[src/mult_buf_pkg.sv]
package mult_buf_pkg;

    // ==============================
    // widths
    // ==============================

    // operand width is tied to the 4x4 digit split in the pipeline
    localparam int OPERAND_W = 16;

    // full unsigned product of two operands
    localparam int PRODUCT_W = 2 * OPERAND_W;

    // ==============================
    // timing
    // ==============================

    // edges from an accepted operand pair to its product write
    localparam int MULT_LATENCY = 8;

    // ==============================
    // controller phases
    // ==============================

    // FILL   taking operands
    // FLUSH  last pair accepted, products still in flight
    // FULL   whole block stored, waiting on drain request
    // DRAIN  streaming the block out
    typedef enum logic [1:0] {
        FILL  = 2'd0,
        FLUSH = 2'd1,
        FULL  = 2'd2,
        DRAIN = 2'd3
    } buf_state_t;

endpackage

[src/block_counter.sv]
`timescale 1ns/1ps

module block_counter #(
    parameter int ADDR_W = 6
) (
    input  logic              clk,
    input  logic              rst,
    input  logic              clear,
    input  logic              inc,
    output logic [ADDR_W-1:0] count,
    output logic              last
);

    // ==============================
    // position counter
    // ==============================

    // wraps to zero after the final address
    // clear wins over inc
    always_ff @(posedge clk) begin
        if (rst || clear) begin
            count <= '0;
        end else if (inc) begin
            count <= count + 1'b1;
        end
    end

    // ==============================
    // end of block
    // ==============================

    // final address of a block is all ones
    // inc while last marks the event that closes a phase
    assign last = &count;

endmodule

[src/buf_ctrl.sv]
`timescale 1ns/1ps

module buf_ctrl #(
    parameter int ADDR_W = 6
) (
    input  logic clk,
    input  logic rst,
    input  logic in_valid,
    input  logic drain_start,
    input  logic out_ready,
    input  logic acc_last,
    input  logic wr_last,
    input  logic wr_en,
    input  logic rd_last,
    output logic in_ready,
    output logic accept,
    output logic rd_en,
    output logic cnt_clear,
    output logic out_valid,
    output logic full
);

    import mult_buf_pkg::*;

    buf_state_t state_q;
    buf_state_t state_d;

    // final read already issued this drain
    logic rd_done;

    // output beat taken on this edge
    logic beat_xfer;
    logic last_xfer;

    // last-address flags need at least a two-entry block
    if (ADDR_W < 1) begin : g_addr_w_check
        $error("buf_ctrl needs ADDR_W of at least 1");
    end

    // ==============================
    // decoded outputs
    // ==============================

    assign in_ready  = (state_q == FILL);
    assign accept    = in_valid && in_ready;
    assign full      = (state_q == FULL);

    // read when data remains and the output slot is empty or draining
    assign rd_en     = (state_q == DRAIN) && !rd_done && (!out_valid || out_ready);

    assign beat_xfer = out_valid && out_ready;
    assign last_xfer = beat_xfer && rd_done;

    // counters restart once the block has left
    assign cnt_clear = last_xfer;

    // ==============================
    // next state
    // ==============================

    // FLUSH covers the MULT_LATENCY edges until the last product lands
    always_comb begin
        state_d = state_q;
        case (state_q)
            FILL: begin
                if (accept && acc_last) begin
                    state_d = FLUSH;
                end
            end
            FLUSH: begin
                if (wr_en && wr_last) begin
                    state_d = FULL;
                end
            end
            FULL: begin
                if (drain_start) begin
                    state_d = DRAIN;
                end
            end
            DRAIN: begin
                if (last_xfer) begin
                    state_d = FILL;
                end
            end
            default: state_d = FILL;
        endcase
    end

    // ==============================
    // registers
    // ==============================

    always_ff @(posedge clk) begin
        if (rst) begin
            state_q   <= FILL;
            out_valid <= 1'b0;
            rd_done   <= 1'b0;
        end else begin
            state_q <= state_d;

            // new beat loads with the read, otherwise drop when taken
            if (rd_en) begin
                out_valid <= 1'b1;
            end else if (beat_xfer) begin
                out_valid <= 1'b0;
            end

            if (last_xfer) begin
                rd_done <= 1'b0;
            end else if (rd_en && rd_last) begin
                rd_done <= 1'b1;
            end
        end
    end

endmodule

[src/digit_mult_pipe.sv]
`timescale 1ns/1ps

module digit_mult_pipe (
    input  logic                              clk,
    input  logic                              rst,
    input  logic                              in_valid,
    input  logic [mult_buf_pkg::OPERAND_W-1:0] in_a,
    input  logic [mult_buf_pkg::OPERAND_W-1:0] in_b,
    output logic                              out_valid,
    output logic [mult_buf_pkg::PRODUCT_W-1:0] product
);

    import mult_buf_pkg::*;

    // register stages between in_valid and out_valid
    localparam int N_STAGES = 8;

    // stage registers, named by the stage that loads them
    logic [OPERAND_W-1:0] a_s1;
    logic [OPERAND_W-1:0] b_s1;
    logic [7:0]           a_hi_s2;
    logic [OPERAND_W-1:0] b_s2;
    logic [7:0]           row01_s2 [0:7];
    logic [7:0]           pp_s3 [0:15];
    logic [PRODUCT_W-1:0] spp_s4 [0:15];
    logic [PRODUCT_W-1:0] lvl1_s5 [0:7];
    logic [PRODUCT_W-1:0] lvl2_s6 [0:3];
    logic [PRODUCT_W-1:0] lvl3_s7 [0:1];
    logic [PRODUCT_W-1:0] sum_s8;

    // valid bit shadowing the data
    logic [N_STAGES-1:0]  vld_sr;

    // ==============================
    // stage 1
    // ==============================

    // capture operands
    always_ff @(posedge clk) begin
        a_s1 <= in_a;
        b_s1 <= in_b;
    end

    // ==============================
    // stages 2 and 3
    // ==============================

    // partial product index k = 4*i + j
    // i is the digit of a, j the digit of b
    // weight of entry k is 2^(4*(i+j))

    // rows 0 and 1 from the low byte of a
    always_ff @(posedge clk) begin
        for (int i = 0; i < 2; i++) begin
            for (int j = 0; j < 4; j++) begin
                row01_s2[i*4 + j] <= a_s1[i*4 +: 4] * b_s1[j*4 +: 4];
            end
        end
        // only the high byte of a is still needed
        a_hi_s2 <= a_s1[15:8];
        b_s2    <= b_s1;
    end

    // rows 2 and 3, rows 0 and 1 forwarded to line up
    always_ff @(posedge clk) begin
        for (int k = 0; k < 8; k++) begin
            pp_s3[k] <= row01_s2[k];
        end
        for (int i = 0; i < 2; i++) begin
            for (int j = 0; j < 4; j++) begin
                pp_s3[8 + i*4 + j] <= a_hi_s2[i*4 +: 4] * b_s2[j*4 +: 4];
            end
        end
    end

    // ==============================
    // stage 4
    // ==============================

    // place each 8-bit product at its digit weight
    always_ff @(posedge clk) begin
        for (int k = 0; k < 16; k++) begin
            spp_s4[k] <= PRODUCT_W'(pp_s3[k]) << (4 * (k / 4 + k % 4));
        end
    end

    // ==============================
    // stages 5 to 8
    // ==============================

    // tree level 1, 16 to 8
    always_ff @(posedge clk) begin
        for (int k = 0; k < 8; k++) begin
            lvl1_s5[k] <= spp_s4[2*k] + spp_s4[2*k + 1];
        end
    end

    // tree level 2, 8 to 4
    always_ff @(posedge clk) begin
        for (int k = 0; k < 4; k++) begin
            lvl2_s6[k] <= lvl1_s5[2*k] + lvl1_s5[2*k + 1];
        end
    end

    // tree level 3, 4 to 2
    always_ff @(posedge clk) begin
        for (int k = 0; k < 2; k++) begin
            lvl3_s7[k] <= lvl2_s6[2*k] + lvl2_s6[2*k + 1];
        end
    end

    // final sum, cannot overflow 32 bits for 16x16 unsigned
    always_ff @(posedge clk) begin
        sum_s8 <= lvl3_s7[0] + lvl3_s7[1];
    end

    assign product = sum_s8;

    // ==============================
    // valid chain
    // ==============================

    always_ff @(posedge clk) begin
        if (rst) begin
            vld_sr <= '0;
        end else begin
            vld_sr <= {vld_sr[N_STAGES-2:0], in_valid};
        end
    end

    assign out_valid = vld_sr[N_STAGES-1];

endmodule

[src/mult_buf_top.sv]
`timescale 1ns/1ps

module mult_buf_top #(
    parameter int ADDR_W = 6
) (
    input  logic                               clk,
    input  logic                               rst,
    input  logic                               in_valid,
    output logic                               in_ready,
    input  logic [mult_buf_pkg::OPERAND_W-1:0] in_a,
    input  logic [mult_buf_pkg::OPERAND_W-1:0] in_b,
    output logic                               out_valid,
    input  logic                               out_ready,
    output logic [mult_buf_pkg::PRODUCT_W-1:0] out_data,
    input  logic                               drain_start,
    output logic                               full
);

    import mult_buf_pkg::*;

    // handshake and sequencing
    logic accept;
    logic rd_en;
    logic cnt_clear;

    // multiplier result
    logic                 prod_valid;
    logic [PRODUCT_W-1:0] product;

    // block positions
    logic              acc_last;
    logic              wr_last;
    logic              rd_last;
    logic [ADDR_W-1:0] wr_addr;
    logic [ADDR_W-1:0] rd_addr;

    // ==============================
    // control
    // ==============================

    buf_ctrl #(
        .ADDR_W(ADDR_W)
    ) u_ctrl (
        .clk        (clk),
        .rst        (rst),
        .in_valid   (in_valid),
        .drain_start(drain_start),
        .out_ready  (out_ready),
        .acc_last   (acc_last),
        .wr_last    (wr_last),
        .wr_en      (prod_valid),
        .rd_last    (rd_last),
        .in_ready   (in_ready),
        .accept     (accept),
        .rd_en      (rd_en),
        .cnt_clear  (cnt_clear),
        .out_valid  (out_valid),
        .full       (full)
    );

    // ==============================
    // datapath
    // ==============================

    // accept doubles as the pipeline valid bit
    digit_mult_pipe u_mult (
        .clk      (clk),
        .rst      (rst),
        .in_valid (accept),
        .in_a     (in_a),
        .in_b     (in_b),
        .out_valid(prod_valid),
        .product  (product)
    );

    // accept position, only the end flag matters
    block_counter #(
        .ADDR_W(ADDR_W)
    ) u_acc_cnt (
        .clk  (clk),
        .rst  (rst),
        .clear(cnt_clear),
        .inc  (accept),
        .count(),
        .last (acc_last)
    );

    // write address follows products out of the pipeline
    block_counter #(
        .ADDR_W(ADDR_W)
    ) u_wr_cnt (
        .clk  (clk),
        .rst  (rst),
        .clear(cnt_clear),
        .inc  (prod_valid),
        .count(wr_addr),
        .last (wr_last)
    );

    // read address steps with each issued read
    block_counter #(
        .ADDR_W(ADDR_W)
    ) u_rd_cnt (
        .clk  (clk),
        .rst  (rst),
        .clear(cnt_clear),
        .inc  (rd_en),
        .count(rd_addr),
        .last (rd_last)
    );

    product_ram #(
        .ADDR_W(ADDR_W)
    ) u_ram (
        .clk    (clk),
        .wr_en  (prod_valid),
        .wr_addr(wr_addr),
        .wr_data(product),
        .rd_en  (rd_en),
        .rd_addr(rd_addr),
        .rd_data(out_data)
    );

endmodule

[src/product_ram.sv]
`timescale 1ns/1ps

module product_ram #(
    parameter int ADDR_W = 6
) (
    input  logic                               clk,
    input  logic                               wr_en,
    input  logic [ADDR_W-1:0]                  wr_addr,
    input  logic [mult_buf_pkg::PRODUCT_W-1:0] wr_data,
    input  logic                               rd_en,
    input  logic [ADDR_W-1:0]                  rd_addr,
    output logic [mult_buf_pkg::PRODUCT_W-1:0] rd_data
);

    import mult_buf_pkg::*;

    // one block of products
    logic [PRODUCT_W-1:0] mem [0:(1 << ADDR_W) - 1];

    // write port, fed straight from the multiplier
    always_ff @(posedge clk) begin
        if (wr_en) begin
            mem[wr_addr] <= wr_data;
        end
    end

    // read register
    // holds while rd_en is low so the output beat stays put
    always_ff @(posedge clk) begin
        if (rd_en) begin
            rd_data <= mem[rd_addr];
        end
    end

endmodule

[config.mk]
export PLATFORM = sky130hd
export DESIGN_NAME = mult_buf_top
export DESIGN_NICKNAME = d
export VERILOG_FILES = /design/src/mult_buf_pkg.sv /design/src/block_counter.sv /design/src/buf_ctrl.sv /design/src/digit_mult_pipe.sv /design/src/mult_buf_top.sv /design/src/product_ram.sv
export SDC_FILE = /design/constraint.sdc
export NUM_CORES = 2
export LEC_CHECK = 0
export BUFFER_PORTS_ARGS = -buffer_cell sky130_fd_sc_hd__buf_2
export CAP_MARGIN = 5
export CELL_PAD_IN_SITES_DETAIL_PLACEMENT = 0
export CELL_PAD_IN_SITES_GLOBAL_PLACEMENT = 2
export CORE_MARGIN = 5
export CORE_UTILIZATION = 25
export CTS_CLUSTER_DIAMETER = 120
export CTS_CLUSTER_SIZE = 8
export DETAILED_ROUTE_END_ITERATION = 7
export MAX_ROUTING_LAYER = met4
export PLACE_DENSITY_LB_ADDON = 0.25
export SETUP_SLACK_MARGIN = 0.05
export SLEW_MARGIN = 20
export SYNTH_ARGS = -nofsm -noshare
export SYNTH_HDL_FRONTEND = slang
export SYNTH_HIERARCHICAL = 1
export SYNTH_SLANG_ARGS = --single-unit
[constraint.sdc]
create_clock -name clk -period 4.4 [get_ports clk]
set_input_delay 1.1 -clock clk [delete_from_list [all_inputs] [get_ports clk]]
set_output_delay 1.1 -clock clk [all_outputs]
set_load 0.1 [all_outputs]
==> out/qor.yml <==
critical_path:
  crit_top_cell: "mux4_2"
  ff2ff_setup_slack_ns: 0.52
  slowest_stage: "dfxtp_4"
  cpPeakStageDelay_ns: 0.88
  crit_start: "u_rd_cnt/count[0]"
  worstSetupPathType: "reg -> reg"
  critical_path_required_ns: 5.07
  crit_buf_inv: 1
  crit_path_start_kind: "flop"
  cp.arrival_ns: 4.54
  path_max_fanout: 27
  path_depth: 5
  crit_chain: "buf_4 -> mux4_2 -> mux4_2 -> o22ai_1 -> nor2_1"
  crit_path_end_kind: "flop"
  worstSetupEndpoint: "u_ram/rd_data[0]"
  r2r-end: "u_ram/rd_data[0]"
  cpLargestDelayFamily: "multiplexers"
  worst_r2r_path_depth: 5
  r2r_start: "u_rd_cnt/count[0]"
die:
  initial_core_util_pct: 25.10
  die-area_sq_um: 435000
  dieWidth_um: 659.5
  die_y_um: 659.5
  pin_count: 72
  core_sq_um: 420200
  rows: 238
synthesis:
  synth-seq-area-share_pct: 72.09
  netlist_area_sq_um: 105500
  synth_seq_cells: 2758
  yosys.area.top_type: "edfxtp_1"
  synth_warnings: 6
  synth_nets: 6076
  synth_top_area_share_pct: 59.22
  ys_async_sr_fraction_pct: 0
  synth-edff-count: 2080
  ys_types: 79
  synthTopCellsByArea: "edfxtp_1 59%, dfxtp_1 13%, mux4_2 12%"
  synth_cells: 5654
  ys.flop_type: "edfxtp_1"
  avgSynthCellArea_sq_um: 18.65
status:
  status: "completed"
routing:
  vias_per_cell: 4.433
  wl_per_cell_um: 25.37
  vias: 52980
  drc: 0
  drt_iter0_markers: 4478
  ant_nets: 0
  drt_wl_total_mm: 303.2
  drt-pass1-iter-count: 5
cts:
  hold_buffers: 0
  clock_latency_ns: 0.96
  clk_pin_slew_ns: 0.05
  postCtsResizedCells: 0
  cts_root_buf: "clkbuf_16"
  cts.sinks: 2758
  cts_buffers: 384
  cts_buffer_depth: 4
  post_cts_buffers: 0
  cts_tree: "done"
  h-tree-depth: 5
placement:
  post-dp-hpwl_mm: 180.0
  io_buffers: 71
  globalplace.congestion: 0.7471
  dp.cells: 11410
grt:
  grt_pass1_vias: 56480
  grt_overflow_total: 0
  grt_max_degree: 65
  antenna_found_initial: 26
  grt_pass1_wl_mm: 429.5
  globalRouteTotalUtil_pct: 14.09
final_layout:
  nFillCells: 41100
  drive_above_1_share_pct: 22.43
  nets: 6581
  syn_to_final_growth_pct: 18.89
  fin_cells: 11950
  fin_util_pct: 29.84
worst_hold_path:
  hold_path_class: "in -> reg"
  min_path_cells: 1
run:
  drv_cap: 0
timing:
  period_share_pct: 88.15
  relSlewSlack_pct: 25.70
  min_period_ns: 3.879
  worstMarginPinSlew_ns: 1.115
  rsz0062_at_grt: "no"
  hold_violations: 0
  final.setup.tns_ns: 0
  setup_viol: 0
  fin_skew_ns: 0.1152
  report.final.slew_viol_count: 0
  fmax_ghz: 0.2578
  hold-worst-slack_ns: 0.3010
power:
  power_density_nw_per_um2: 546.7
  p_leak_uw: 0.04174
  irDropWorstVdd_uv: 314.5
[stage by stage]
stage	total power [uW]	instance area (sq um)	setup WS, ns
floorplan	38660	105500	0.5810
global placement	42460	114800	0.3412
detailed placement	42620	114800	0.3419
CTS	69680	125400	0.3521
global route	71710	125400	0.3827
finish	68550	125400	0.5214
[Yosys cell counts, drive strengths merged (4+ instances only)]
cell type	number
nor3	20
o21a	10
a21o	66
nor4	4
nor2	203
mux4	544
a22oi	13
dfxtp	678
clkbuf	95
a211oi	4
xor2	54
nor2b	54
o221ai	28
a21oi	176
edfxtp	2080
o22ai	84
a21boi	4
or2	8
nand2	144
nand3	36
a2111oi	4
a41o	4
or3b	5
and2	200
fa	79
nand2b	24
nand4	20
ha	306
nand3b	6
o21ai	41
o21bai	32
and3	26
a31oi	7
o2111ai	8
xnor2	162
o32ai	4
inv	168
a311oi	8
buf	108
mux2i	98
or3	7
[cell usage in the layout (no fill, tap or decap), types with 144 or more instances in the layout]
cell,n
edfxtp_1,2080
xnor2_1,162
dfxtp_1,641
ha_1,306
mux4_2,544
clkbuf_16,389
and2_1,200
nand2_1,144
buf_4,217
a21oi_1,172
inv_1,168
[metal layers]
metal	share of wire, %	vias to the layer above	global-route usage, %	wire (um)
li1	-	23050	-	-
met1	45	28080	19.20	137800
met3	5.2	438	1.967	15840
met5	0	-	-	0
met2	47	1417	22.21	142100
met4	2.5	0	3.590	7501
[worst min-delay path by stage]
stage                                    start                   end  slack (ns)
after floorplan                 u_mult/a_s1[8]     u_mult/a_hi_s2[0]        0.31
after global placement     u_mult/pp_s3[1][40]  u_mult/spp_s4[1][88]        0.31
after detailed placement  u_mult/lvl3_s7[0][3]     u_mult/product[3]        0.31
after CTS                              in_a[2]        u_mult/a_s1[2]        0.20
after global routing                   in_a[2]        u_mult/a_s1[2]        0.23
final                                  in_a[2]        u_mult/a_s1[2]        0.30
[logic make-up (layout without fill, tap and decap cells)]
| group | after synthesis | count (layout) | synth area share (%) |
|---|---|---|---|
| compound gates | 518 | 518 | 3.223 |
| xor+xnor | 216 | 216 | 1.794 |
| fa+ha+maj | 385 | 385 | 5.129 |
| buf+inv | 371 | 1016 | 1.512 |
| flops | 2758 | 2758 | 72.09 |
| mux | 642 | 642 | 12.55 |
| other cells | 0 | 13 | 0 |
| simple gates | 764 | 764 | 3.708 |
[power breakdown]
group / internal (uW) / total, uW / switching, uW
combinational: 2550 / 7720 / 5170
sequential: 32300 / 34200 / 1850
clock: 16000 / 26700 / 10700
[state kept, by name (all words and copies together) (netlist names), 6 cells and up]
register and count:
u_acc_cnt/count 6, u_mult/a_hi_s2 8, u_mult/a_s1 16, u_mult/b_s1 16, u_mult/b_s2 16, u_mult/lvl1_s5 103
u_mult/lvl2_s6 86, u_mult/lvl3_s7 51, u_mult/pp_s3 128, u_mult/product 32, u_mult/row01_s2 64, u_mult/spp_s4 128
u_mult/vld_sr 8, u_ram/mem 2048, u_ram/rd_data 32, u_rd_cnt/count 6, u_wr_cnt/count 6
[layout make-up]
| type | count | area, sq um | share of cell area (%) |
|---|---|---|---|
| diodes | 13 | 32.53 | 0.02594 |
| clock buffers | 504 | 10190 | 8.123 |
| clock inverters | 22 | 375.4 | 0.2993 |
| inverters | 168 | 630.6 | 0.5029 |
| multi-input cells | 2525 | 28350 | 22.61 |
| flip-flops and latches | 2758 | 76100 | 60.69 |
| well taps | 5640 | 7057 | 5.627 |
| repair buffers | 322 | 2665 | 2.125 |
(Power assumes the default switching activity.)
